### config.mk
export PLATFORM = sky130hd
export DESIGN_NAME = qr_module_walker
export DESIGN_NICKNAME = d
export VERILOG_FILES = /design/src/qr_pkg.sv /design/src/qr_module_walker.sv
export VERILOG_INCLUDE_DIRS = /design/src /design/src/src
export SDC_FILE = /design/constraint.sdc
export NUM_CORES = 1
export LEC_CHECK = 0
export BUFFER_PORTS_ARGS = -buffer_cell sky130_fd_sc_hd__clkbuf_2
export CAP_MARGIN = 20
export CORE_ASPECT_RATIO = 0.75
export CORE_MARGIN = 2
export CORE_UTILIZATION = 55
export CTS_BUF_LIST = sky130_fd_sc_hd__clkbuf_4 sky130_fd_sc_hd__clkbuf_8 sky130_fd_sc_hd__clkbuf_16
export DETAILED_ROUTE_END_ITERATION = 8
export HOLD_SLACK_MARGIN = 0.02
export PLACE_DENSITY_LB_ADDON = 0.15
export SYNTH_ARGS = -nofsm -noshare
export SYNTH_HDL_FRONTEND = slang
export SYNTH_SLANG_ARGS = --single-unit
### constraint.sdc
create_clock -name clk -period 10.6 [get_ports clk]
set_input_delay 2.12 -clock clk [delete_from_list [all_inputs] [get_ports clk]]
set_output_delay 2.12 -clock clk [all_outputs]
set_load 0.005 [all_outputs]
### src/qr_consts.svh
`ifndef QR_CONSTS_SVH
`define QR_CONSTS_SVH

// bit buffer geometry
`define QR_BUF_DEPTH      4096

// header layout, count first then format
`define QR_HEADER_BITS    27
`define QR_COUNT_BITS     12
`define QR_INFO_BITS      15

// symbol size limits in modules per side
`define QR_MIN_SIZE       21
`define QR_MAX_SIZE       63

// cycles from matrix address to matrix bit
`define QR_MATRIX_LATENCY 1

`endif

### src/qr_pkg.sv
`default_nettype none

package qr_pkg;

    typedef logic [5:0]  qr_size_t;
    typedef logic [5:0]  qr_coord_t;
    typedef logic [11:0] qr_matrix_addr_t;
    typedef logic [11:0] qr_buf_addr_t;
    typedef logic [11:0] qr_bit_count_t;
    typedef logic [14:0] qr_format_t;
    // mask pattern number, format bits 12 to 10
    typedef logic [2:0]  qr_mask_t;

    typedef struct packed {
        qr_size_t   size;
        qr_format_t format;
    } qr_symbol_cfg_t;

    typedef struct packed {
        logic active;
        logic valid;
        logic last;
        logic data;
    } qr_bit_beat_t;

    typedef struct packed {
        logic         en;
        qr_buf_addr_t addr;
        logic         data;
    } qr_buf_wr_t;

    typedef enum logic [2:0] {
        walk_idle,
        walk_addr,
        walk_wait,
        walk_sample,
        walk_step,
        walk_finished
    } qr_walk_state_t;

    typedef enum logic [1:0] {
        write_idle,
        write_data,
        write_header,
        write_done
    } qr_write_state_t;

endpackage

`default_nettype wire

### src/qr_module_walker.sv
`timescale 1ns/1ps
`default_nettype none

`include "qr_consts.svh"

module qr_module_walker (
    input  logic                     clk,
    input  logic                     rst_n,
    input  logic                     start,
    input  qr_pkg::qr_symbol_cfg_t   cfg,
    output qr_pkg::qr_matrix_addr_t  matrix_addr,
    input  logic                     matrix_bit,
    output qr_pkg::qr_bit_beat_t     beat
);
    import qr_pkg::*;

    qr_walk_state_t state;
    qr_coord_t      row;
    // right column of the current pair
    qr_coord_t      col;
    logic           side;
    logic           up;
    logic [3:0]     wait_cnt;
    logic           data_q;

    qr_coord_t      x;
    logic           row_end;
    logic           pair_done;
    logic           last_module;

    // mask condition for module (x, y)
    function automatic logic mask_hit(input qr_mask_t mask, input qr_coord_t mx,
                                      input qr_coord_t my);
        logic [11:0] prod;
        logic [6:0]  sum;
        logic [5:0]  blk;
        logic        hit;
        prod = {6'd0, mx} * {6'd0, my};
        sum  = {1'b0, mx} + {1'b0, my};
        blk  = (mx / 6'd2) + (my / 6'd3);
        case (mask)
            3'd0: hit = ((prod % 12'd2) + (prod % 12'd3)) == 12'd0;
            3'd1: hit = blk[0] == 1'b0;
            3'd2: hit = (((prod % 12'd3) + 12'(sum % 7'd2)) % 12'd2) == 12'd0;
            3'd3: hit = (((prod % 12'd2) + (prod % 12'd3)) % 12'd2) == 12'd0;
            3'd4: hit = mx[0] == 1'b0;
            3'd5: hit = sum[0] == 1'b0;
            3'd6: hit = (sum % 7'd3) == 7'd0;
            default: hit = (my % 6'd3) == 6'd0;
        endcase
        return hit;
    endfunction

    ////////////////////
    // zigzag position

    assign x = side ? (col - 6'd1) : col;

    assign row_end     = up ? (row == '0) : (row == cfg.size - 6'd1);
    assign pair_done   = row_end && (side || (col == '0));
    assign last_module = pair_done && (col <= 6'd1);

    assign matrix_addr = qr_matrix_addr_t'(row) * qr_matrix_addr_t'(cfg.size)
                       + qr_matrix_addr_t'(x);

    always_ff @(posedge clk or negedge rst_n) begin
        if (!rst_n) begin
            state    <= walk_idle;
            row      <= '0;
            col      <= '0;
            side     <= 1'b0;
            up       <= 1'b1;
            wait_cnt <= '0;
        end else begin
            case (state)
                walk_idle: begin
                    if (start) begin
                        // bottom right corner, moving up
                        row   <= cfg.size - 6'd1;
                        col   <= cfg.size - 6'd1;
                        side  <= 1'b0;
                        up    <= 1'b1;
                        state <= walk_addr;
                    end
                end
                walk_addr: begin
                    wait_cnt <= '0;
                    state    <= walk_wait;
                end
                walk_wait: begin
                    if (wait_cnt == 4'(`QR_MATRIX_LATENCY - 1)) begin
                        state <= walk_sample;
                    end else begin
                        wait_cnt <= wait_cnt + 4'd1;
                    end
                end
                walk_sample: begin
                    state <= walk_step;
                end
                walk_step: begin
                    if (last_module) begin
                        state <= walk_finished;
                    end else begin
                        state <= walk_addr;
                        if (!side && (col != '0)) begin
                            side <= 1'b1;
                        end else begin
                            side <= 1'b0;
                            if (row_end) begin
                                // next pair, turn around
                                col <= col - 6'd2;
                                up  <= ~up;
                            end else if (up) begin
                                row <= row - 6'd1;
                            end else begin
                                row <= row + 6'd1;
                            end
                        end
                    end
                end
                walk_finished: begin
                    if (!start) begin
                        state <= walk_idle;
                    end
                end
                default: state <= walk_idle;
            endcase
        end
    end

    // unmask while the matrix bit is valid
    always_ff @(posedge clk) begin
        if (state == walk_sample) begin
            data_q <= matrix_bit ^ mask_hit(cfg.format[12:10], x, row);
        end
    end

    ////////////////////
    // beat out

    assign beat.active = (state != walk_idle);
    assign beat.valid  = (state == walk_step);
    assign beat.last   = (state == walk_step) && last_module;
    assign beat.data   = data_q;

    a_addr_in_symbol: assert property (@(posedge clk) disable iff (!rst_n)
        (state inside {walk_addr, walk_wait, walk_sample})
        |-> (matrix_addr < qr_matrix_addr_t'(cfg.size) * qr_matrix_addr_t'(cfg.size)));

    a_size_legal: assert property (@(posedge clk) disable iff (!rst_n)
        $rose(start) |-> (cfg.size[0] && (cfg.size >= 6'(`QR_MIN_SIZE))
                          && (cfg.size <= 6'(`QR_MAX_SIZE))));

endmodule

`default_nettype wire

==> impl_metrics.sql, run 1 <==
INSERT INTO impl_metrics (metric_group, metric, value, unit) VALUES
('global_route', 'number_of_global_route_vias_before_repair', '5897', ''),
('timing', 'max_slew_margin', '37.9', '%'),
('synth', 'netlist_area', '6440', 'um2'),
('placement', 'detailedPlacementHpwl', '12100', 'um'),
('clock_tree', 'ctsHtreeMaxLevel', '1', ''),
('setup_path', 'timing_worst_setup_path_type', 'flop to flop', ''),
('die', 'fp.dieH', '97.7', 'um'),
('routing', 'detail_route.iter0.violations', '527', ''),
('clock_tree', 'clock_tree.root_cell', 'sky130_fd_sc_hd__clkbuf_16', ''),
('placement', 'place.gp.congestion', '0.927', ''),
('run_status', 'status', 'finished, final reports clean', ''),
('setup_path', 'worstRegToRegCells', '43', ''),
('die', 'die_width', '129', 'um'),
('global_route', 'grt.overflow.total', '0', ''),
('flow_run', 'drv.max_cap_violation_count', '0', ''),
('timing', 'timing.final.max_slew_violations', '0', ''),
('clock_tree', 'tritoncts_sinks', '22', ''),
('setup_path', 'max_incr_delay_on_cp', '0.56', 'ns'),
('clock_tree', 'tritoncts', 'done', ''),
('setup_path', 'crit_path_max_fanout', '7', ''),
('timing', 'finalSetupViolations', '0', ''),
('timing', 'final_hold_viol_count', '0', ''),
('synth', 'yosys_most_used_dff', 'sky130_fd_sc_hd__dfrtp_1', ''),
('routing', 'route.detailed.wl_per_inst', '15.6', 'um'),
('global_route', 'global_route.usage.total', '25.5', '%'),
('die', 'io_pins', '41', ''),
('worst_hold_path', 'hold_depth', '2', ''),
('die', 'starting_utilization_of_the_core_area', '56.0', '%'),
('synth', 'syn_nets', '967', ''),
('routing', 'finalWirelength', '15300', 'um'),
('clock_tree', 'clk-insertion-delay-late', '0.26', 'ns'),
('synth', 'synth-warning-count', '0', ''),
('final_layout', 'final_layout_size_suffix_gt1_share', '10.6', '%'),
('synth', 'ys_types', '87', ''),
('timing', 'worstMarginPinSlew', '0.925', 'ns'),
('worst_hold_path', 'hold_path_startpoint', 'wait_cnt[3]', ''),
('setup_path', 'rr_startpoint', 'col[1]', ''),
('timing', 'clock.fmax', '101', 'MHz'),
('timing', 'min_period_over_period', '93.5', '%'),
('final_layout', 'diodes_inserted', '0', ''),
('clock_tree', 'clock_tree.buffer_depth', '2', ''),
('routing', 'viasPerCell', '6.07', ''),
('setup_path', 'timing.reg2reg.setup_slack', '0.69', 'ns'),
('placement', 'numPortBuffers', '28', ''),
('die', 'floorplan.core_area', '11500', 'um2'),
('final_layout', 'final_net_count', '980', ''),
('clock_tree', 'cts-buffers-inserted', '3', ''),
('timing', 'final.setup.tns', '0', 'ns'),
('die', 'fp.dieArea', '12600', 'um2'),
('setup_path', 'timing.critical_path.to_type', 'flop', ''),
('die', 'rows', '34', ''),
('timing', 'clock_skew', '0.00555', 'ns'),
('synth', 'synth_area_per_cell', '7.80', 'um2'),
('synth', 'seq_area_frac_synth', '8.65', '%'),
('setup_path', 'critPathLaunchType', 'flop', ''),
('timing', 'grt_setup_unrepaired', 'false', ''),
('setup_path', 'crit_path_frequent_cell', 'sky130_fd_sc_hd__inv_1', ''),
('timing', 'post-route-min-period', '9.91', 'ns'),
('setup_path', 'slowest_cell_on_the_critical_path', 'sky130_fd_sc_hd__fa_1', ''),
('synth', 'ys_ff_latch', '22', ''),
('routing', 'detail_route.first_pass.iterations', '5', ''),
('worst_hold_path', 'worst_hold_path_type', 'flop to flop', ''),
('global_route', 'grt_start_max_net_pins', '23', ''),
('setup_path', 'r2r_end', 'data_q', ''),
('setup_path', 'worst_ep_required_time', '10.60', 'ns'),
('global_route', 'first_pass_grt_wire_length', '27300', 'um'),
('routing', 'antenna_violating_nets_post_route', '0', ''),
('final_layout', 'areaGrowthSynthToFinish', '7.06', '%'),
('synth', 'postSynthCellCount', '825', ''),
('synth', 'synth-edff-count', '1', ''),
('clock_tree', 'cts.clk_slew.worst_paths', '0.06', 'ns'),
('global_route', 'grt_antenna_before_repair', '0', ''),
('synth', 'async_reset_ff_share', '95.5', '%'),
('routing', 'vias', '5956', ''),
('worst_hold_path', 'worst_hold_path.endpoint', 'wait_cnt[3]', ''),
('routing', 'detail_route.drc_violations', '0', ''),
('setup_path', 'cp.arrival', '9.91', 'ns');
-- metrics by stage --
step	worst slack (ns)	std cells	instance area (um2)	utilization (%)	hold slack, ns
final	0.694	981	6890	60.0	0.549
after global routing	0.102	981	6890	60.0	0.587
after CTS	0.248	979	6810	59.3	0.549
after detailed placement	0.284	975	6710	58.4	0.538
after global placement	0.576	975	6710	58.4	0.524
after floorplan	1.26	825	6440	-	0.506
-- synthesized netlist by cell type (4+ instances only) --
library cell / count / area share, %
sky130_fd_sc_hd__inv_1: 96 / 5.6
sky130_fd_sc_hd__ha_1: 79 / 15
sky130_fd_sc_hd__nand2_1: 71 / 4.1
sky130_fd_sc_hd__nor2_1: 67 / 3.9
sky130_fd_sc_hd__fa_1: 38 / 12
sky130_fd_sc_hd__o21ai_0: 35 / 2.7
sky130_fd_sc_hd__xnor2_1: 35 / 4.8
sky130_fd_sc_hd__a21oi_1: 32 / 2.5
sky130_fd_sc_hd__clkbuf_1: 29 / 1.7
sky130_fd_sc_hd__and2_1: 28 / 2.7
sky130_fd_sc_hd__nor3_1: 22 / 1.7
sky130_fd_sc_hd__dfrtp_1: 20 / 7.8
sky130_fd_sc_hd__a21o_1: 18 / 2.1
sky130_fd_sc_hd__xor2_1: 18 / 2.4
sky130_fd_sc_hd__a31oi_1: 16 / 1.6
sky130_fd_sc_hd__nand3_1: 15 / 1.2
sky130_fd_sc_hd__mux2i_1: 10 / 1.6
sky130_fd_sc_hd__a211oi_1: 9 / 1.0
sky130_fd_sc_hd__nand2b_1: 9 / 0.87
sky130_fd_sc_hd__nor4_1: 9 / 0.87
sky130_fd_sc_hd__o211ai_1: 9 / 1.0
sky130_fd_sc_hd__o21a_1: 9 / 1.0
sky130_fd_sc_hd__nor2b_1: 8 / 0.78
sky130_fd_sc_hd__o21bai_1: 8 / 0.93
sky130_fd_sc_hd__and3_1: 7 / 0.68
sky130_fd_sc_hd__mux2_2: 7 / 1.2
sky130_fd_sc_hd__or3_1: 7 / 0.68
sky130_fd_sc_hd__nand4_1: 5 / 0.49
sky130_fd_sc_hd__o311ai_0: 5 / 0.68
sky130_fd_sc_hd__o32ai_1: 5 / 0.68
sky130_fd_sc_hd__a22oi_1: 4 / 0.47
sky130_fd_sc_hd__nand3b_1: 4 / 0.47
sky130_fd_sc_hd__or4_1: 4 / 0.47
-- final cells by class --
class | count | area, um2
Fill cell | 1004 | 4590
Sequential cell | 22 | 557
Tap cell | 144 | 180
Clock inverter | 1 | 30.0
Inverter | 97 | 364
Multi-Input combinational cell | 670 | 5430
Timing Repair Buffer | 44 | 260
Clock buffer | 3 | 75.1
-- worst max-delay path, delay by kind of cell, from the launching register on --
kind | cells | cell delay [ns]
buffers and inverters | 7 | 0.76
AOI/OAI and AO/OA | 10 | 2.55
DFF | 1 | 0.40
and+or+nand+nor | 13 | 2.27
muxes | 2 | 0.27
adders and majority gates | 8 | 2.90
xor gates and xnor gates | 3 | 0.48
-- sequential cells by signal, indices dropped and copies added, names as in the netlist --
name      cells
col           6
data_q        1
row           6
side          1
state         3
up            1
wait_cnt      4
-- layout by cell type, fill, tap and decap left out, types with 16 or more instances in the layout --
master	synthesis	routed
sky130_fd_sc_hd__a21o_1	18	18
sky130_fd_sc_hd__a21oi_1	32	31
sky130_fd_sc_hd__a31oi_1	16	16
sky130_fd_sc_hd__and2_1	28	27
sky130_fd_sc_hd__buf_4	3	16
sky130_fd_sc_hd__clkbuf_2	1	28
sky130_fd_sc_hd__dfrtp_1	20	20
sky130_fd_sc_hd__fa_1	38	38
sky130_fd_sc_hd__ha_1	79	79
sky130_fd_sc_hd__inv_1	96	96
sky130_fd_sc_hd__nand2_1	71	71
sky130_fd_sc_hd__nor2_1	67	67
sky130_fd_sc_hd__nor3_1	22	21
sky130_fd_sc_hd__o21ai_0	35	35
sky130_fd_sc_hd__xnor2_1	35	34
sky130_fd_sc_hd__xor2_1	18	17
-- metal layers --
| layer | vias up | global-route usage, % | wire length (um) |
|---|---|---|---|
| met5 | - | 0 | 0 |
| met4 | 0 | 3.26 | 139 |
| met3 | 14 | 1.65 | 698 |
| met2 | 156 | 40.3 | 6800 |
| met1 | 2857 | 39.2 | 7670 |
| li1 | 2929 | - | - |
-- logic make-up (layout without fill, tap and decap cells) --
group                    count (synthesis)  count (layout)  share of synthesized area, %
AO/OA/AOI/OAI                          202             202                          22.4
flip-flops                              22              22                          8.65
XOR/XNOR                                57              57                          8.42
buffers and inverters                  133             145                          8.10
AND/OR/NAND/NOR                        272             272                          21.3
multiplexers                            22              22                          3.91
adder cells (fa/ha/maj)                117             117                          27.2
-- how the worst max path moves through the flow --
stage	from	end	slack [ns]
global placement	col[1]	data_q	0.58
detailed placement	col[1]	data_q	0.28
floorplan	col[1]	data_q	1.26
CTS	col[1]	data_q	0.25
finish	col[1]	data_q	0.69
global route	col[1]	data_q	0.10
-- what timing repair did --
| action | 4_1_cts | 5_1_grt |
|---|---|---|
| endpoints found under the setup margin | 0 | 1 |
| resized for setup | 0 | 12 |
| hold buffers | 0 | 0 |
| buffers inserted | 0 | 2 |
Power of run 1 is left out: the tool's default activity adds up to more than one toggle a clock period on the data nets, which glitch-free logic cannot reach.
==> run 2, diff against run 1 <==
--- a/config.mk
+++ b/config.mk
@@ -13,6 +13,7 @@
 export CORE_UTILIZATION = 55
 export CTS_BUF_LIST = sky130_fd_sc_hd__clkbuf_4 sky130_fd_sc_hd__clkbuf_8 sky130_fd_sc_hd__clkbuf_16
 export DETAILED_ROUTE_END_ITERATION = 8
+export GPL_TIMING_DRIVEN = 0
 export HOLD_SLACK_MARGIN = 0.02
 export PLACE_DENSITY_LB_ADDON = 0.15
 export SYNTH_ARGS = -nofsm -noshare
==> run 2 against run 1 <==
- design area is 1.3% higher
- clock-buffer cell count is 1 higher
- first-iteration DRC count is 33% lower
- sequential share of layout area is 0.10 points lower
- critical path type unchanged
==> impl_metrics.sql, run 2 (synthesized netlist as in run 1, its figures left out) <==
INSERT INTO impl_metrics (metric_group, metric, value, unit) VALUES
('run_status', 'status', 'finished, final reports clean', ''),
('timing', 'finalSetupViolations', '0', ''),
('die', 'fp.dieArea', '12600', 'um2'),
('worst_hold_path', 'worst_hold_path_type', 'flop to flop', ''),
('final_layout', 'final_common_cell', 'sky130_fd_sc_hd__inv_1', ''),
('routing', 'highest_routing_layer_actually_used', 'met4', ''),
('final_layout', 'layout_top_registers', 'col: 6 flops, row: 6 flops, wait_cnt: 4 flops', ''),
('routing', 'route.layer.met1.wl', '8030', 'um'),
('timing', 'post-route-min-period', '10.08', 'ns'),
('timing', 'hold-worst-slack', '0.571', 'ns'),
('final_layout', 'diodes_inserted', '0', ''),
('routing', 'finalWirelength', '16000', 'um'),
('global_route', 'number_of_global_route_vias_before_repair', '5854', ''),
('placement', 'detailedPlacementHpwl', '12700', 'um'),
('die', 'io_pins', '41', ''),
('setup_path', 'timing_worst_setup_path_type', 'flop to flop', ''),
('die', 'rows', '34', ''),
('global_route', 'grt_start_max_net_pins', '22', ''),
('clock_tree', 'clock_tree.root_cell', 'sky130_fd_sc_hd__clkbuf_16', ''),
('routing', 'detail_route.iter0.violations', '353', ''),
('routing', 'viasPerCell', '6.07', ''),
('setup_path', 'crit_path_max_fanout', '8', ''),
('worst_hold_path', 'worst_hold_path.endpoint', 'col[1]', ''),
('setup_path', 'max_incr_delay_on_cp', '0.57', 'ns'),
('routing', 'detail_route.first_pass.iterations', '4', ''),
('clock_tree', 'clk-insertion-delay-late', '0.26', 'ns'),
('die', 'floorplan.core_area', '11500', 'um2'),
('worst_hold_path', 'hold_depth', '1', ''),
('timing', 'clock_skew', '0.00532', 'ns'),
('flow_run', 'drv.max_cap_violation_count', '0', ''),
('final_layout', 'seq_area', '557', 'um2'),
('clock_tree', 'post_cts_hold_buffer_count', '0', ''),
('global_route', 'global_route.usage.total', '26.1', '%'),
('timing', 'clock.fmax', '99.2', 'MHz'),
('setup_path', 'timing.reg2reg.setup_slack', '0.52', 'ns'),
('timing', 'final_hold_viol_count', '0', ''),
('routing', 'wl_met3', '757', 'um'),
('routing', 'vias', '6112', ''),
('setup_path', 'timing.critical_path.to_type', 'flop', ''),
('clock_tree', 'cts-buffers-inserted', '3', ''),
('final_layout', 'post-route-cell-area', '6980', 'um2'),
('setup_path', 'rr_startpoint', 'col[1]', ''),
('setup_path', 'worst_ep_required_time', '10.60', 'ns'),
('global_route', 'first_pass_grt_wire_length', '27600', 'um'),
('final_layout', 'most-common-layout-cells', 'sky130_fd_sc_hd__inv_1, sky130_fd_sc_hd__ha_1, sky130_fd_sc_hd__nand2_1', ''),
('global_route', 'grt_antenna_before_repair', '0', ''),
('clock_tree', 'ctsHtreeMaxLevel', '1', ''),
('final_layout', 'multi_input_area', '5440', 'um2'),
('routing', 'antenna_violating_nets_post_route', '0', ''),
('final_layout', 'areaGrowthSynthToFinish', '8.44', '%'),
('global_route', 'grt.overflow.total', '0', ''),
('die', 'starting_utilization_of_the_core_area', '56.0', '%'),
('final_layout', 'final_layout_size_suffix_gt1_share', '10.4', '%'),
('clock_tree', 'cts.clk_slew.worst_paths', '0.06', 'ns'),
('placement', 'place.gp.congestion', '0.927', ''),
('clock_tree', 'clock_tree.buffer_depth', '2', ''),
('routing', 'detailroute.wirelength.met2', '7140', 'um'),
('placement', 'place_area', '6740', 'um2'),
('final_layout', 'fillCellCount', '1079', ''),
('routing', 'route.detailed.wl_per_inst', '15.9', 'um'),
('die', 'die_width', '129', 'um'),
('clock_tree', 'tritoncts', 'done', ''),
('placement', 'numPortBuffers', '25', ''),
('routing', 'detail_route.drc_violations', '0', ''),
('timing', 'max_slew_margin', '40.8', '%'),
('setup_path', 'crit_path_frequent_cell', 'sky130_fd_sc_hd__inv_1', ''),
('clock_tree', 'tritoncts_sinks', '22', ''),
('setup_path', 'slowest_cell_on_the_critical_path', 'sky130_fd_sc_hd__or4_4', ''),
('timing', 'timing.final.max_slew_violations', '0', ''),
('setup_path', 'worstRegToRegCells', '42', ''),
('setup_path', 'cp.arrival', '10.08', 'ns'),
('final_layout', 'final_net_count', '1006', ''),
('setup_path', 'r2r_end', 'data_q', ''),
('setup_path', 'critPathLaunchType', 'flop', ''),
('die', 'fp.dieH', '97.7', 'um'),
('worst_hold_path', 'hold_path_startpoint', 'col[1]', ''),
('timing', 'min_period_over_period', '95.1', '%'),
('timing', 'worstMarginPinSlew', '0.885', 'ns');
run 2: cell types whose count changed in the layout (fill, tap and decap cells not counted), moves of 2 or more:
| cell | before | now |
|---|---|---|
| sky130_fd_sc_hd__buf_2 | 0 | 2 |
| sky130_fd_sc_hd__buf_4 | 16 | 13 |
| sky130_fd_sc_hd__clkbuf_1 | 0 | 28 |
| sky130_fd_sc_hd__clkbuf_2 | 28 | 26 |
| sky130_fd_sc_hd__nor3_2 | 3 | 1 |
| sky130_fd_sc_hd__xnor2_1 | 34 | 32 |
| sky130_fd_sc_hd__xnor2_2 | 1 | 4 |
run 2: cell type report:
cell class	instances	share of cell area [%]
multi-input cells	670	77.9
well taps	144	2.58
repair buffers	35	2.87
flip-flops and latches	22	7.98
clock buffers	4	1.27
plain buffers	35	2.20
inverters	97	5.22
run 2: timing repair:
item	in CTS	in global routing
setup endpoints to repair	1	1
gates resized for setup	2	12
endpoints found under the hold margin	0	0
buffers inserted	0	10
pin swaps	1	6
run 2: metrics by stage:
step | util, % | instances | setup slack (ns) | setup TNS, ns
6_report | 60.8 | 1007 | 0.523 | 0
2_1_floorplan | - | 825 | 1.26 | 0
3_5_place_dp | 58.7 | 994 | -0.110 | -0.110
3_3_place_gp | 58.7 | 994 | 0.0505 | 0
4_1_cts | 59.6 | 998 | 0.00716 | 0
5_1_grt | 60.8 | 1007 | -0.0759 | -0.0759
run 2: worst max path at each step:
stage | to | cells after the start | startpoint | slack [ns]
global route | data_q | 42 | col[1] | -0.08
finish | data_q | 42 | col[1] | 0.52
floorplan | data_q | 45 | col[1] | 1.26
global placement | data_q | 45 | col[1] | 0.05
detailed placement | data_q | 45 | col[1] | -0.11
CTS | data_q | 47 | col[1] | 0.007
run 2: critical path, delay by kind of cell (launching register included):
kind	cells	cell delay, ns
AO/OA/AOI/OAI	8	2.08
XOR/XNOR	4	0.80
adder cells (fa/ha/maj)	8	2.81
buffers and inverters	7	0.68
flip-flops	1	0.40
multiplexers	1	0.16
AND/OR/NAND/NOR	14	2.86
run 2: layer usage:
layer | track usage, % | up-vias
met2 | 41.4 | 176
met5 | 0 | -
li1 | - | 2989
met4 | 2.76 | 0
met1 | 39.8 | 2942
met3 | 2.09 | 5
Power of run 2 is left out for the same reason.
