===== src/qr_consts.svh =====
`ifndef QR_CONSTS_SVH
`define QR_CONSTS_SVH

// bit buffer geometry
`define QR_BUF_DEPTH      4096

// header layout, count first then format
`define QR_HEADER_BITS    27
`define QR_COUNT_BITS     12
`define QR_INFO_BITS      15

// symbol size limits in modules per side
`define QR_MIN_SIZE       21
`define QR_MAX_SIZE       63

// cycles from matrix address to matrix bit
`define QR_MATRIX_LATENCY 1

`endif


===== src/qr_pkg.sv =====
`default_nettype none

package qr_pkg;

    typedef logic [5:0]  qr_size_t;
    typedef logic [5:0]  qr_coord_t;
    typedef logic [11:0] qr_matrix_addr_t;
    typedef logic [11:0] qr_buf_addr_t;
    typedef logic [11:0] qr_bit_count_t;
    typedef logic [14:0] qr_format_t;
    // mask pattern number, format bits 12 to 10
    typedef logic [2:0]  qr_mask_t;

    typedef struct packed {
        qr_size_t   size;
        qr_format_t format;
    } qr_symbol_cfg_t;

    typedef struct packed {
        logic active;
        logic valid;
        logic last;
        logic data;
    } qr_bit_beat_t;

    typedef struct packed {
        logic         en;
        qr_buf_addr_t addr;
        logic         data;
    } qr_buf_wr_t;

    typedef enum logic [2:0] {
        walk_idle,
        walk_addr,
        walk_wait,
        walk_sample,
        walk_step,
        walk_finished
    } qr_walk_state_t;

    typedef enum logic [1:0] {
        write_idle,
        write_data,
        write_header,
        write_done
    } qr_write_state_t;

endpackage

`default_nettype wire


===== src/qr_stream_writer.sv =====
`timescale 1ns/1ps
`default_nettype none

`include "qr_consts.svh"

module qr_stream_writer (
    input  logic                   clk,
    input  logic                   rst_n,
    input  qr_pkg::qr_bit_beat_t   beat,
    input  qr_pkg::qr_symbol_cfg_t cfg,
    output qr_pkg::qr_buf_wr_t     wr,
    output logic                   done
);
    import qr_pkg::*;

    qr_write_state_t state;
    qr_bit_count_t   bit_count;
    logic [4:0]      hdr_idx;

    logic            wr_en_q;
    qr_buf_addr_t    wr_addr_q;
    logic            wr_data_q;

    // count in the low bits, format above, both lsb first
    logic [`QR_INFO_BITS+`QR_COUNT_BITS-1:0] header_bits;
    // one extra bit to catch overflow
    logic [12:0]     data_addr_wide;

    assign header_bits    = {cfg.format, bit_count};
    assign data_addr_wide = 13'(bit_count) + 13'(`QR_HEADER_BITS);

    ////////////////////
    // control

    always_ff @(posedge clk or negedge rst_n) begin
        if (!rst_n) begin
            state     <= write_idle;
            bit_count <= '0;
            hdr_idx   <= '0;
            wr_en_q   <= 1'b0;
            done      <= 1'b0;
        end else if (!beat.active) begin
            state     <= write_idle;
            bit_count <= '0;
            hdr_idx   <= '0;
            wr_en_q   <= 1'b0;
            done      <= 1'b0;
        end else begin
            wr_en_q <= 1'b0;
            case (state)
                write_idle: begin
                    state <= write_data;
                end
                write_data: begin
                    if (beat.valid) begin
                        wr_en_q   <= 1'b1;
                        bit_count <= bit_count + 12'd1;
                        if (beat.last) begin
                            hdr_idx <= '0;
                            state   <= write_header;
                        end
                    end
                end
                write_header: begin
                    wr_en_q <= 1'b1;
                    if (hdr_idx == 5'(`QR_HEADER_BITS - 1)) begin
                        state <= write_done;
                    end else begin
                        hdr_idx <= hdr_idx + 5'd1;
                    end
                end
                write_done: begin
                    // last header write has landed by now
                    done <= 1'b1;
                end
                default: state <= write_idle;
            endcase
        end
    end

    ////////////////////
    // write payload

    always_ff @(posedge clk) begin
        if ((state == write_data) && beat.valid) begin
            wr_addr_q <= data_addr_wide[11:0];
            wr_data_q <= beat.data;
        end else if (state == write_header) begin
            wr_addr_q <= qr_buf_addr_t'(hdr_idx);
            wr_data_q <= header_bits[hdr_idx];
        end
    end

    assign wr = '{en: wr_en_q, addr: wr_addr_q, data: wr_data_q};

    a_wr_in_range: assert property (@(posedge clk) disable iff (!rst_n)
        ((state == write_data) && beat.active && beat.valid)
        |-> (data_addr_wide < 13'(`QR_BUF_DEPTH)));

endmodule

`default_nettype wire


===== config.mk =====
export PLATFORM = sky130hd
export DESIGN_NAME = qr_stream_writer
export DESIGN_NICKNAME = d
export VERILOG_FILES = /design/src/qr_pkg.sv /design/src/qr_stream_writer.sv
export VERILOG_INCLUDE_DIRS = /design/src /design/src/src
export SDC_FILE = /design/constraint.sdc
export NUM_CORES = 1
export LEC_CHECK = 0
export ABC_AREA = 1
export BUFFER_PORTS_ARGS = -buffer_cell sky130_fd_sc_hd__buf_2
export CAP_MARGIN = 25
export CORE_ASPECT_RATIO = 0.7
export CORE_MARGIN = 8
export CORE_UTILIZATION = 49
export CTS_BUF_LIST = sky130_fd_sc_hd__clkbuf_8 sky130_fd_sc_hd__clkbuf_16
export CTS_CLUSTER_DIAMETER = 150
export DETAILED_ROUTE_END_ITERATION = 16
export PLACE_DENSITY = 0.81
export RECOVER_POWER = 100
export SYNTH_ARGS = -nofsm -noshare
export SYNTH_HDL_FRONTEND = slang
export SYNTH_SLANG_ARGS = --single-unit
export TNS_END_PERCENT = 1

===== constraint.sdc =====
create_clock -name clk -period 4.43 [get_ports clk]
set_input_delay 0.2215 -clock clk [delete_from_list [all_inputs] [get_ports clk]]
set_output_delay 0.2215 -clock clk [all_outputs]
set_load 0.02 [all_outputs]

==> Flow_metrics.wiki, run 1 <==
{| class="wikitable"
! Metric !! Value
|-
| P_leak || 1.08 nW
|-
| FMAX || 451 MHz
|-
| Overall Power || 0.000997 W
|-
| GRT Total Usage || 15.5%
|-
| Library cell contributing the largest single delay on the critical path || sky130_fd_sc_hd__dfrtp_1
|-
| Die area || 6700 sq um
|-
| Kind of end point of the critical path || flop
|-
| Final layout net count || 350
|-
| Most frequent cell after synthesis || sky130_fd_sc_hd__nand2_1
|-
| Worst Skew || 0.00516 ns
|-
| Number of routed nets with antenna violations || 0
|-
| First-pass DRT Iterations || 4
|-
| I/O pin count || 42
|-
| Finish-stage setup viols || 0
|-
| DRC Markers || 0
|-
| Die height || 70.9 um
|-
| Setup CP Type || flop to flop
|-
| Post-detail-place hpwl || 3600 um
|-
| Clock input transition at the sequential cells of the worst setup and hold paths || 0.07 ns
|-
| Max-cap violations || 0
|-
| Share of Yosys cell area claimed by the top area cell type || 24.9%
|-
| Number of cells on the worst reg-to-reg path || 7
|-
| Fraction of registers with async set/reset || 61.8%
|-
| Result of the run || complete, no violations
|-
| Number of failing hold endpoints at the final stage || 0
|-
| Yosys cell types || 27
|-
| Syn Inst Count || 284
|-
| Number of buffers added by the clock tree synthesis step || 5
|-
| Gpl congestion || 0.898
|-
| Pin count of the biggest net entering global routing || 22
|-
| List of most frequent post-synthesis cells || sky130_fd_sc_hd__nand2_1 (76), sky130_fd_sc_hd__inv_1 (33), sky130_fd_sc_hd__nand3_1 (26), sky130_fd_sc_hd__o21ai_0 (26), sky130_fd_sc_hd__nor2_1 (25)
|-
| Share of cells above drive strength 1 || 9.49%
|-
| Via total after detailed routing || 1928
|-
| Crit start category || flop
|-
| Unrepaired setup endpoints after global routing || false
|-
| Initial antenna violation count || 0
|-
| Total inserted antenna cells || 0
|-
| Count of final max-slew check failures || 0
|-
| Clock root cell || sky130_fd_sc_hd__clkbuf_8
|-
| Required time at the worst-slack endpoint || 4.58 ns
|-
| Hold Path Class || input pin to flop
|-
| Mapped Avg Cell Area || 7.44 sq um
|-
| CTS tree || yes
|-
| Clock sink total || 34
|-
| Buffer levels on the longest clock path || 2
|-
| GR Overflow Total || 0
|-
| Netlist area before placement || 2110 sq um
|-
| Die width || 94.5 um
|-
| Register-to-register path setup slack || 2.21 ns
|-
| Most frequently used flop master after synthesis || sky130_fd_sc_hd__dfrtp_1
|-
| RR Endpoint || hdr_idx[0]
|-
| Final Routed Wirelength || 4910 um
|-
| Hold WS || 0.266 ns
|-
| Timing startpoint of the critical path || hdr_idx[0]
|-
| Cell chain of the critical path || inv_1 > ha_1 > nand3_1 > o21ai_0 > inv_1 > nand3_1 > o21ai_0
|-
| Final period util || 50.0%
|-
| Buffers inserted during post-CTS setup optimization || 0
|-
| Crit-path max FO || 19
|-
| Capture point of the worst path || hdr_idx[0]
|-
| Average wire per standard cell || 13.2 um
|-
| Area of the core || 4250 sq um
|-
| Delay contributed by the slowest stage of the critical path || 0.61 ns
|-
| Initial core utilization || 49.7%
|-
| Top cell type by total area after synthesis || sky130_fd_sc_hd__dfrtp_1
|-
| Syn nets || 319
|-
| Number of synthesized flops with an enable pin || 13
|-
| Wire length of the first global-routing pass || 8350 um
|-
| Synthesized flop and latch total || 34
|-
| Initial detailed-routing violation count || 129
|-
| Critical R2R Launch || hdr_idx[0]
|-
| Standard-cell rows || 20
|-
| Area growth from synthesis to final layout || 10.2%
|-
| Fin Setup TNS || 0 ns
|-
| Worst slew margin relative to its limit || 20.2%
|-
| Post-synthesis sequential area ratio || 43.3%
|-
| Power Density || 428 nW/um^2
|-
| Critical Path AT || 2.37 ns
|-
| Worst supply voltage drop on vdd || 0.204 mV
|-
| Average via count per standard cell || 5.20
|-
| Largest cells by area after synthesis || sky130_fd_sc_hd__dfrtp_1 (25%), sky130_fd_sc_hd__edfxtp_1 (18%), sky130_fd_sc_hd__nand2_1 (13%)
|-
| Maximum level of the CTS H-tree || 2
|-
| Post-layout min period || 2.22 ns
|-
| Clock latency reported for the late side of the worst-skew pair || 0.29 ns
|-
| Slew of the pin with the lowest slew margin || 1.20 ns
|-
| Number of synthesis warnings || 0
|-
| Number of buffers added on ports || 35
|-
| Via count of the first global-routing pass || 1862
|}
worst min path at each step:
stage                 start           end  slack [ns]  depth (start not counted)
global placement      rst_n      state[1]        0.21                          1
floorplan             rst_n  bit_count[0]       -0.07                          0
global route        beat[0]     wr_data_q        0.28                          3
detailed placement    rst_n      state[1]        0.21                          1
finish              beat[0]     wr_data_q        0.27                          3
CTS                 beat[0]     wr_data_q        0.26                          3
per-layer routing:
layer,vias up,global-route usage [%],wire [um]
met1,855,20.5,2320
li1,976,-,-
met2,85,21.8,2060
met4,0,7.24,87
met3,12,5.71,454
met5,-,0,0
worst max-delay path: cells and delay by family (launching register included):
family / cells / cell delay, ns
AO/OA/AOI/OAI: 2 / 0.40
adder cells (fa/ha/maj): 1 / 0.22
buffers and inverters: 2 / 0.66
flip-flops: 1 / 0.61
AND/OR/NAND/NOR: 2 / 0.18
registers in the layout, indices dropped and copies added (netlist names):
name       count
bit_count     12
wr_addr_q     12
hdr_idx        5
state          2
done           1
wr_data_q      1
wr_en_q        1
layout by cell type (no fill, tap or decap):
cell                            count
sky130_fd_sc_hd__o21ai_0           27
sky130_fd_sc_hd__inv_1             36
sky130_fd_sc_hd__nand3_1           26
sky130_fd_sc_hd__nor2_1            28
sky130_fd_sc_hd__buf_2             19
sky130_fd_sc_hd__o21a_1             2
sky130_fd_sc_hd__dfrtp_1           21
sky130_fd_sc_hd__inv_2              2
sky130_fd_sc_hd__clkinv_2           2
sky130_fd_sc_hd__clkbuf_1          16
sky130_fd_sc_hd__edfxtp_1          13
sky130_fd_sc_hd__a21oi_1           18
sky130_fd_sc_hd__xor2_1             2
sky130_fd_sc_hd__ha_1               8
sky130_fd_sc_hd__nand2_1           79
sky130_fd_sc_hd__o211ai_1           1
sky130_fd_sc_hd__nor3_1             4
sky130_fd_sc_hd__nand2_2            1
sky130_fd_sc_hd__dlygate4sd3_1      1
sky130_fd_sc_hd__clkbuf_8           5
sky130_fd_sc_hd__nand4_1            2
sky130_fd_sc_hd__nor2_2             1
sky130_fd_sc_hd__o32ai_1            1
sky130_fd_sc_hd__a31oi_1            1
layout make-up:
cell class                 count  area [sq um]
multi-input combinational    201           957
sequential                    34           916
clock inverter                 3          13.8
clock buffer                   5          68.8
inverter                      37           139
fill                         435          1930
tap                           55          68.8
timing repair buffer          36           165
where the power goes:
part | leakage [nW] | total [W] | switching [W] | internal (W)
clock network | 0.0491 | 0.000220 | 0.000113 | 0.000107
logic | 0.613 | 0.000336 | 0.000244 | 0.0000918
registers | 0.416 | 0.000442 | 0.0000353 | 0.000406
kinds of logic (layout without fill, tap and decap cells):
family                   after synthesis  after routing  synth area share (%)
AO/OA/AOI/OAI                         50             50                  12.8
buffers and inverters                 49             81                  9.83
AND/OR/NAND/NOR                      141            141                  28.5
adder cells (fa/ha/maj)                8              8                  4.74
XOR/XNOR                               2              2                 0.829
flip-flops                            34             34                  43.3
per-stage QoR:
step           std cells  setup slack, ns  utilization (%)  area, sq um
2_1_floorplan        284             2.80                -         2110
3_3_place_gp         362             2.55             53.8         2290
3_5_place_dp         362             2.52             53.8         2290
4_1_cts              371             2.50             56.0         2380
5_1_grt              371             1.90             54.7         2330
6_report             371             2.21             54.7         2330
timing repair:
| item | 4_1_cts | 5_1_grt |
|---|---|---|
| resized for setup | 0 | 0 |
| hold buffers | 1 | 0 |
| hold endpoints to repair | 21 | 0 |
No activity file was read; power rests on OpenSTA's default activity.
==> run 2, diff against run 1 <==
--- a/config.mk
+++ b/config.mk
@@ -6,7 +6,7 @@
 export SDC_FILE = /design/constraint.sdc
 export NUM_CORES = 1
 export LEC_CHECK = 0
-export ABC_AREA = 1
+export ABC_AREA = 0
 export BUFFER_PORTS_ARGS = -buffer_cell sky130_fd_sc_hd__buf_2
 export CAP_MARGIN = 25
 export CORE_ASPECT_RATIO = 0.7
==> constraint.sdc (replaced) <==
create_clock -name clk -period 2.1 [get_ports clk]
set_input_delay 0.105 -clock clk [delete_from_list [all_inputs] [get_ports clk]]
set_output_delay 0.105 -clock clk [all_outputs]
set_load 0.02 [all_outputs]
==> Flow_metrics.wiki, run 2 <==
{| class="wikitable"
! Metric !! Value
|-
| Result of the run || complete, no violations
|-
| Post-Synth Adder-Cell Area || 4.67%
|-
| Synthesized flop and latch total || 34
|-
| Most frequently used flop master after synthesis || sky130_fd_sc_hd__dfrtp_1
|-
| Post-detail-place hpwl || 3420 um
|-
| P_leak || 0.970 nW
|-
| List of most frequent post-synthesis cells || sky130_fd_sc_hd__nor2_1 (25), sky130_fd_sc_hd__dfrtp_1 (21), sky130_fd_sc_hd__nand2_1 (18)
|-
| Maximum level of the CTS H-tree || 2
|-
| Area growth from synthesis to final layout || 11.2%
|-
| Clock latency reported for the late side of the worst-skew pair || 0.29 ns
|-
| Bufs and invs on worst path || 2
|-
| Required time at the worst-slack endpoint || 2.29 ns
|-
| Yosys cell types || 45
|-
| Worst slew margin relative to its limit || 18.6%
|-
| Count of final max-slew check failures || 0
|-
| Placed Instances || 293
|-
| Largest registers || bit_count (12), wr_addr_q (12), hdr_idx (5)
|-
| Wire length of the first global-routing pass || 7670 um
|-
| Syn nets || 250
|-
| Syn Inst Count || 215
|-
| Max-cap violations || 0
|-
| Most frequent standard cell in the layout excluding fill and tap cells || sky130_fd_sc_hd__nor2_1
|-
| Unrepaired setup endpoints after global routing || false
|-
| Final Routed Wirelength || 4710 um
|-
| Gpl congestion || 0.840
|-
| Fraction of registers with async set/reset || 61.8%
|-
| Complex-gate fraction of the synthesized area || 12.8%
|-
| Setup CP Type || flop to flop
|-
| Pin count of the biggest net entering global routing || 22
|-
| Via count of the first global-routing pass || 1605
|-
| Number of buffers added by the clock tree synthesis step || 5
|-
| Final core utilization || 55.7%
|-
| Hold WS || 0.177 ns
|-
| Post-layout min period || 1.92 ns
|-
| Finish-stage setup viols || 0
|-
| Slew of the pin with the lowest slew margin || 1.22 ns
|-
| Area of the core || 4280 sq um
|-
| DRC Markers || 0
|-
| Critical Path AT || 2.10 ns
|-
| First-pass DRT Iterations || 5
|-
| Portion of netlist area occupied by mux cells || 9.16%
|-
| Clock root cell || sky130_fd_sc_hd__clkbuf_8
|-
| Most frequent cell after synthesis || sky130_fd_sc_hd__nor2_1
|-
| Number of synthesized flops with an enable pin || 13
|-
| Initial detailed-routing violation count || 108
|-
| Total inserted antenna cells || 0
|-
| Fraction of synthesized cell area in xor and xnor cells || 6.13%
|-
| Share of Yosys cell area claimed by the top area cell type || 24.5%
|-
| Cell chain of the critical path || buf_2 > inv_1 > ha_1 > nand4b_1 > a211oi_2 > nor2_1 > a211oi_1
|-
| FMAX || 522 MHz
|-
| GR Overflow Total || 0
|-
| Post-Layout Cell Count || 302
|-
| Initial antenna violation count || 0
|-
| CTS tree || yes
|-
| Average via count per standard cell || 5.69
|-
| Register-to-register path setup slack || 0.18 ns
|-
| Number of failing hold endpoints at the final stage || 0
|-
| Clock sink total || 34
|-
| Initial core utilization || 50.1%
|-
| Clock input transition at the sequential cells of the worst setup and hold paths || 0.07 ns
|-
| Hold Path Class || input pin to flop
|-
| Largest cells by area after synthesis || sky130_fd_sc_hd__dfrtp_1 (25%), sky130_fd_sc_hd__edfxtp_1 (18%), sky130_fd_sc_hd__mux4_1 (4.9%)
|-
| GRT Total Usage || 14.2%
|-
| Largest family of logic cells by synthesized area || simple AND/OR/NAND/NOR gates
|-
| Kind of end point of the critical path || flop
|-
| Number of synthesis warnings || 0
|-
| Crit start category || flop
|-
| Standard-cell rows || 20
|-
| Share of cells above drive strength 1 || 13.8%
|-
| Post-synthesis sequential area ratio || 42.7%
|-
| Area fraction in and, or, nand and nor cells after synthesis || 18.3%
|-
| Crit-path max FO || 13
|-
| Power Density || 825 nW/um^2
|-
| Cell family with the largest share of critical-path delay || compound AO/OA/AOI/OAI gates
|-
| Netlist area before placement || 2140 sq um
|-
| Number of buffers added on ports || 35
|-
| Buffer levels on the longest clock path || 2
|-
| Fin Setup TNS || 0 ns
|-
| Most frequent cells in the layout || sky130_fd_sc_hd__nor2_1 (25), sky130_fd_sc_hd__dfrtp_1 (21), sky130_fd_sc_hd__buf_2 (20), sky130_fd_sc_hd__nand2_1 (18), sky130_fd_sc_hd__clkbuf_1 (16)
|-
| Worst Skew || 0.00532 ns
|-
| Top cell type by total area after synthesis || sky130_fd_sc_hd__dfrtp_1
|-
| Final period util || 91.2%
|-
| Delay contributed by the slowest stage of the critical path || 0.44 ns
|-
| Mapped Avg Cell Area || 9.97 sq um
|-
| Library cell contributing the largest single delay on the critical path || sky130_fd_sc_hd__dfrtp_1
|-
| Die area || 6780 sq um
|-
| Final layout net count || 281
|-
| Via total after detailed routing || 1719
|-
| Average wire per standard cell || 15.6 um
|-
| I/O pin count || 42
|-
| Worst supply voltage drop on vdd || 0.433 mV
|-
| Number of routed nets with antenna violations || 0
|-
| Die height || 71.4 um
|-
| Die width || 95.1 um
|}
==> run 2: cell types whose count changed after synthesis, sizes merged, moves of 4 or more <==
cell	change
nand3	-21
o21ai	-9
mux2i	+8
nand2b	+5
inv	-28
o211ai	+5
nand2	-62
xor2	+6
a21oi	-16
nor2	-4
xnor2	+7
mux4	+4
==> run 2: cell type report <==
cell class | count | area [sq um]
tap | 55 | 68.8
fill | 364 | 1890
timing repair buffer | 41 | 198
multi-input combinational | 155 | 1090
inverter | 9 | 33.8
sequential | 34 | 916
clock buffer | 5 | 68.8
clock inverter | 3 | 11.3
==> run 2: worst paths after layout <==
kind                                    to  cells past startpoint  startpoint
worst max register to register    state[0]                      7  hdr_idx[0]
worst min register to register        done                      2        done
min in group asynchronous         state[1]                      2       rst_n
worst min-delay path             wr_data_q                      3     beat[0]
worst max-delay path              state[0]                      7  hdr_idx[0]
max in group asynchronous       hdr_idx[3]                      2       rst_n
==> run 2: per-stage QoR <==
step,worst slack [ns],power [W],cell area (sq um)
floorplan,0.404,0.00138,2140
global placement,0.324,0.00154,2330
detailed placement,0.263,0.00157,2330
CTS,0.235,0.00201,2420
global route,0.0881,0.00209,2380
finish,0.185,0.00197,2380
==> run 2: cell families after synthesis <==
group	count (synthesis)
buffers and inverters	26
adder cells (fa/ha/maj)	8
AND/OR/NAND/NOR	77
multiplexers	13
XOR/XNOR	15
AO/OA/AOI/OAI	42
flip-flops	34
==> run 2: what timing repair did <==
| item | 4_1_cts | 5_1_grt |
|---|---|---|
| gates resized for setup | 0 | 0 |
| hold endpoints to repair | 21 | 0 |
| hold buffers | 1 | 0 |
| setup buffers | 0 | 0 |
==> run 2: layer usage <==
layer	global-route usage (%)	vias up	wire [um]
met5	0	-	0
met4	5.17	0	64
met3	4.59	9	451
met2	20.3	64	2020
met1	19.3	814	2170
li1	-	832	-
==> run 2: power breakdown <==
part / total, W / switching (W) / internal [W]
combinational: 0.000622 / 0.000418 / 0.000204
sequential: 0.000895 / 0.0000583 / 0.000837
clock: 0.000450 / 0.000229 / 0.000221
total: 0.00197 / 0.000705 / 0.00126
==> run 2: worst min-delay path, cell delays in order <==
cell and delay [ns]:
sky130_fd_sc_hd__buf_2 0.08, sky130_fd_sc_hd__a22oi_1 0.08, sky130_fd_sc_hd__nand4_1 0.09
==> run 3, diff against run 2 <==
--- a/config.mk
+++ b/config.mk
@@ -6,14 +6,14 @@
 export SDC_FILE = /design/constraint.sdc
 export NUM_CORES = 1
 export LEC_CHECK = 0
-export ABC_AREA = 0
+export ABC_AREA = 1
 export BUFFER_PORTS_ARGS = -buffer_cell sky130_fd_sc_hd__buf_2
 export CAP_MARGIN = 25
 export CORE_ASPECT_RATIO = 0.7
 export CORE_MARGIN = 8
 export CORE_UTILIZATION = 49
 export CTS_BUF_LIST = sky130_fd_sc_hd__clkbuf_8 sky130_fd_sc_hd__clkbuf_16
-export CTS_CLUSTER_DIAMETER = 150
+export CTS_CLUSTER_DIAMETER = 60
 export DETAILED_ROUTE_END_ITERATION = 16
 export PLACE_DENSITY = 0.81
 export RECOVER_POWER = 100
==> Flow_metrics.wiki, run 3 (synthesized netlist as in run 1, its figures left out) <==
{| class="wikitable"
! Metric !! Value
|-
| Buffers inserted during post-CTS setup optimization || 0
|-
| Most frequent standard cell in the layout excluding fill and tap cells || sky130_fd_sc_hd__nand2_1
|-
| P_leak || 1.10 nW
|-
| Worst supply voltage drop on vdd || 0.490 mV
|-
| Number of failing hold endpoints at the final stage || 0
|-
| Clock root cell || sky130_fd_sc_hd__clkbuf_8
|-
| I/O pin count || 42
|-
| Number of cells on the worst reg-to-reg path || 7
|-
| Critical Path AT || 2.03 ns
|-
| Hold WS || 0.150 ns
|-
| Number of buffers added on ports || 35
|-
| # hold bufs at CTS || 1
|-
| Crit-path max FO || 15
|-
| Final period util || 89.2%
|-
| Die width || 94.5 um
|-
| Die height || 70.9 um
|-
| Total inserted antenna cells || 0
|-
| Buffer levels on the longest clock path || 2
|-
| Clock sink total || 34
|-
| Standard-cell rows || 20
|-
| Largest registers || bit_count (12), wr_addr_q (12), hdr_idx (5)
|-
| DRC Markers || 0
|-
| Fin Setup TNS || 0 ns
|-
| Average wire per standard cell || 12.9 um
|-
| Crit start category || flop
|-
| CTS tree || yes
|-
| Result of the run || complete, no violations
|-
| Via count of the first global-routing pass || 1838
|-
| FILL cells || 414
|-
| Average via count per standard cell || 5.28
|-
| First-pass DRT Iterations || 5
|-
| Count of final max-slew check failures || 0
|-
| Power Density || 936 nW/um^2
|-
| Clock input transition at the sequential cells of the worst setup and hold paths || 0.07 ns
|-
| Finish-stage setup viols || 0
|-
| GRT Total Usage || 15.4%
|-
| Area growth from synthesis to final layout || 13.1%
|-
| Worst Skew || 0.00619 ns
|-
| Capture point of the worst path || hdr_idx[2]
|-
| Setup CP Type || flop to flop
|-
| Die area || 6700 sq um
|-
| Required time at the worst-slack endpoint || 2.25 ns
|-
| Unrepaired setup endpoints after global routing || false
|-
| Kind of end point of the critical path || flop
|-
| Initial detailed-routing violation count || 84
|-
| Critical R2R Launch || hdr_idx[0]
|-
| FMAX || 534 MHz
|-
| Wire length of the first global-routing pass || 8280 um
|-
| Number of gates resized after CTS || 0
|-
| Post-detail-place hpwl || 3640 um
|-
| Share of cells above drive strength 1 || 11.6%
|-
| Initial antenna violation count || 0
|-
| Max-cap violations || 0
|-
| Hold Path Class || input pin to flop
|-
| Maximum level of the CTS H-tree || 2
|-
| Register-to-register path setup slack || 0.23 ns
|-
| Gpl congestion || 0.835
|-
| Number of buffers added by the clock tree synthesis step || 5
|-
| RR Endpoint || hdr_idx[2]
|-
| Pin count of the biggest net entering global routing || 22
|-
| Via total after detailed routing || 1970
|-
| Slew of the pin with the lowest slew margin || 1.19 ns
|-
| Initial core utilization || 49.7%
|-
| Timing startpoint of the critical path || hdr_idx[0]
|-
| Worst slew margin relative to its limit || 20.6%
|-
| Area of the core || 4250 sq um
|-
| GR Overflow Total || 0
|-
| Number of routed nets with antenna violations || 0
|-
| Clock latency reported for the late side of the worst-skew pair || 0.29 ns
|-
| Most frequent cells in the layout || sky130_fd_sc_hd__nand2_1 (76), sky130_fd_sc_hd__inv_1 (35), sky130_fd_sc_hd__nor2_1 (26), sky130_fd_sc_hd__o21ai_0 (26), sky130_fd_sc_hd__nand3_1 (26)
|-
| Final layout net count || 352
|-
| Final Routed Wirelength || 4820 um
|-
| Post-layout min period || 1.87 ns
|}
run 3: cell types whose count changed in the layout (fill, tap and decap cells not counted), moves of 4 or more:
cell,delta
sky130_fd_sc_hd__xor2_1,-6
sky130_fd_sc_hd__mux4_1,-4
sky130_fd_sc_hd__nand3_1,+22
sky130_fd_sc_hd__mux2i_1,-8
sky130_fd_sc_hd__xnor2_1,-7
sky130_fd_sc_hd__o211ai_1,-5
sky130_fd_sc_hd__inv_1,+24
sky130_fd_sc_hd__nand2_1,+58
sky130_fd_sc_hd__a21oi_1,+16
sky130_fd_sc_hd__o21ai_0,+14
sky130_fd_sc_hd__nand2b_1,-5
sky130_fd_sc_hd__o21ai_1,-5
run 3: area by class of cell:
type / count / area [sq um] / area share (%)
well taps: 55 / 68.8 / 2.88
inverters: 37 / 139 / 5.81
clock buffers: 5 / 68.8 / 2.88
flip-flops and latches: 34 / 916 / 38.3
repair buffers: 38 / 180 / 7.54
clock inverters: 3 / 37.5 / 1.57
multi-input cells: 201 / 980 / 41.0
run 3: power by group:
| group | switching [W] | leakage [nW] | internal (W) |
|---|---|---|---|
| Clock | 0.000238 | 0.0570 | 0.000345 |
| Sequential | 0.0000608 | 0.416 | 0.000857 |
| Combinational | 0.000530 | 0.627 | 0.000205 |
| Total | 0.000829 | 1.10 | 0.00141 |
run 3: stage by stage:
stage	instance area, sq um	power, W	setup WS, ns	utilization [%]	std cells
after floorplan	2110	0.00149	0.467	-	284
after global placement	2300	0.00167	0.350	54.1	364
after detailed placement	2300	0.00169	0.295	54.1	364
after CTS	2420	0.00228	0.275	56.9	373
after global routing	2390	0.00239	0.0767	56.2	373
final	2390	0.00224	0.226	56.2	373
run 3: how the worst min path moves through the flow:
| stage | start | endpoint | slack, ns | depth (start not counted) |
|---|---|---|---|---|
| 5_1_grt | beat[0] | wr_data_q | 0.15 | 3 |
| 2_1_floorplan | rst_n | bit_count[0] | -0.19 | 0 |
| 4_1_cts | beat[0] | wr_data_q | 0.14 | 3 |
| 6_report | beat[0] | wr_data_q | 0.15 | 3 |
| 3_3_place_gp | rst_n | state[1] | 0.1 | 1 |
| 3_5_place_dp | rst_n | state[1] | 0.1 | 1 |
run 3: critical path, cell delays in order (launching register included):
cell,delay [ns]
sky130_fd_sc_hd__dfrtp_1,0.50
sky130_fd_sc_hd__inv_1,0.39
sky130_fd_sc_hd__ha_1,0.22
sky130_fd_sc_hd__nand3_1,0.09
sky130_fd_sc_hd__o21ai_1,0.24
sky130_fd_sc_hd__inv_2,0.12
sky130_fd_sc_hd__nand4_1,0.08
sky130_fd_sc_hd__o21ai_0,0.10
run 3: layer usage:
metal  GRT usage (%)  routed length, um
met1            19.9               2140
met2            22.2               2010
met3            5.71                577
met4            7.07                 88
met5               0                  0
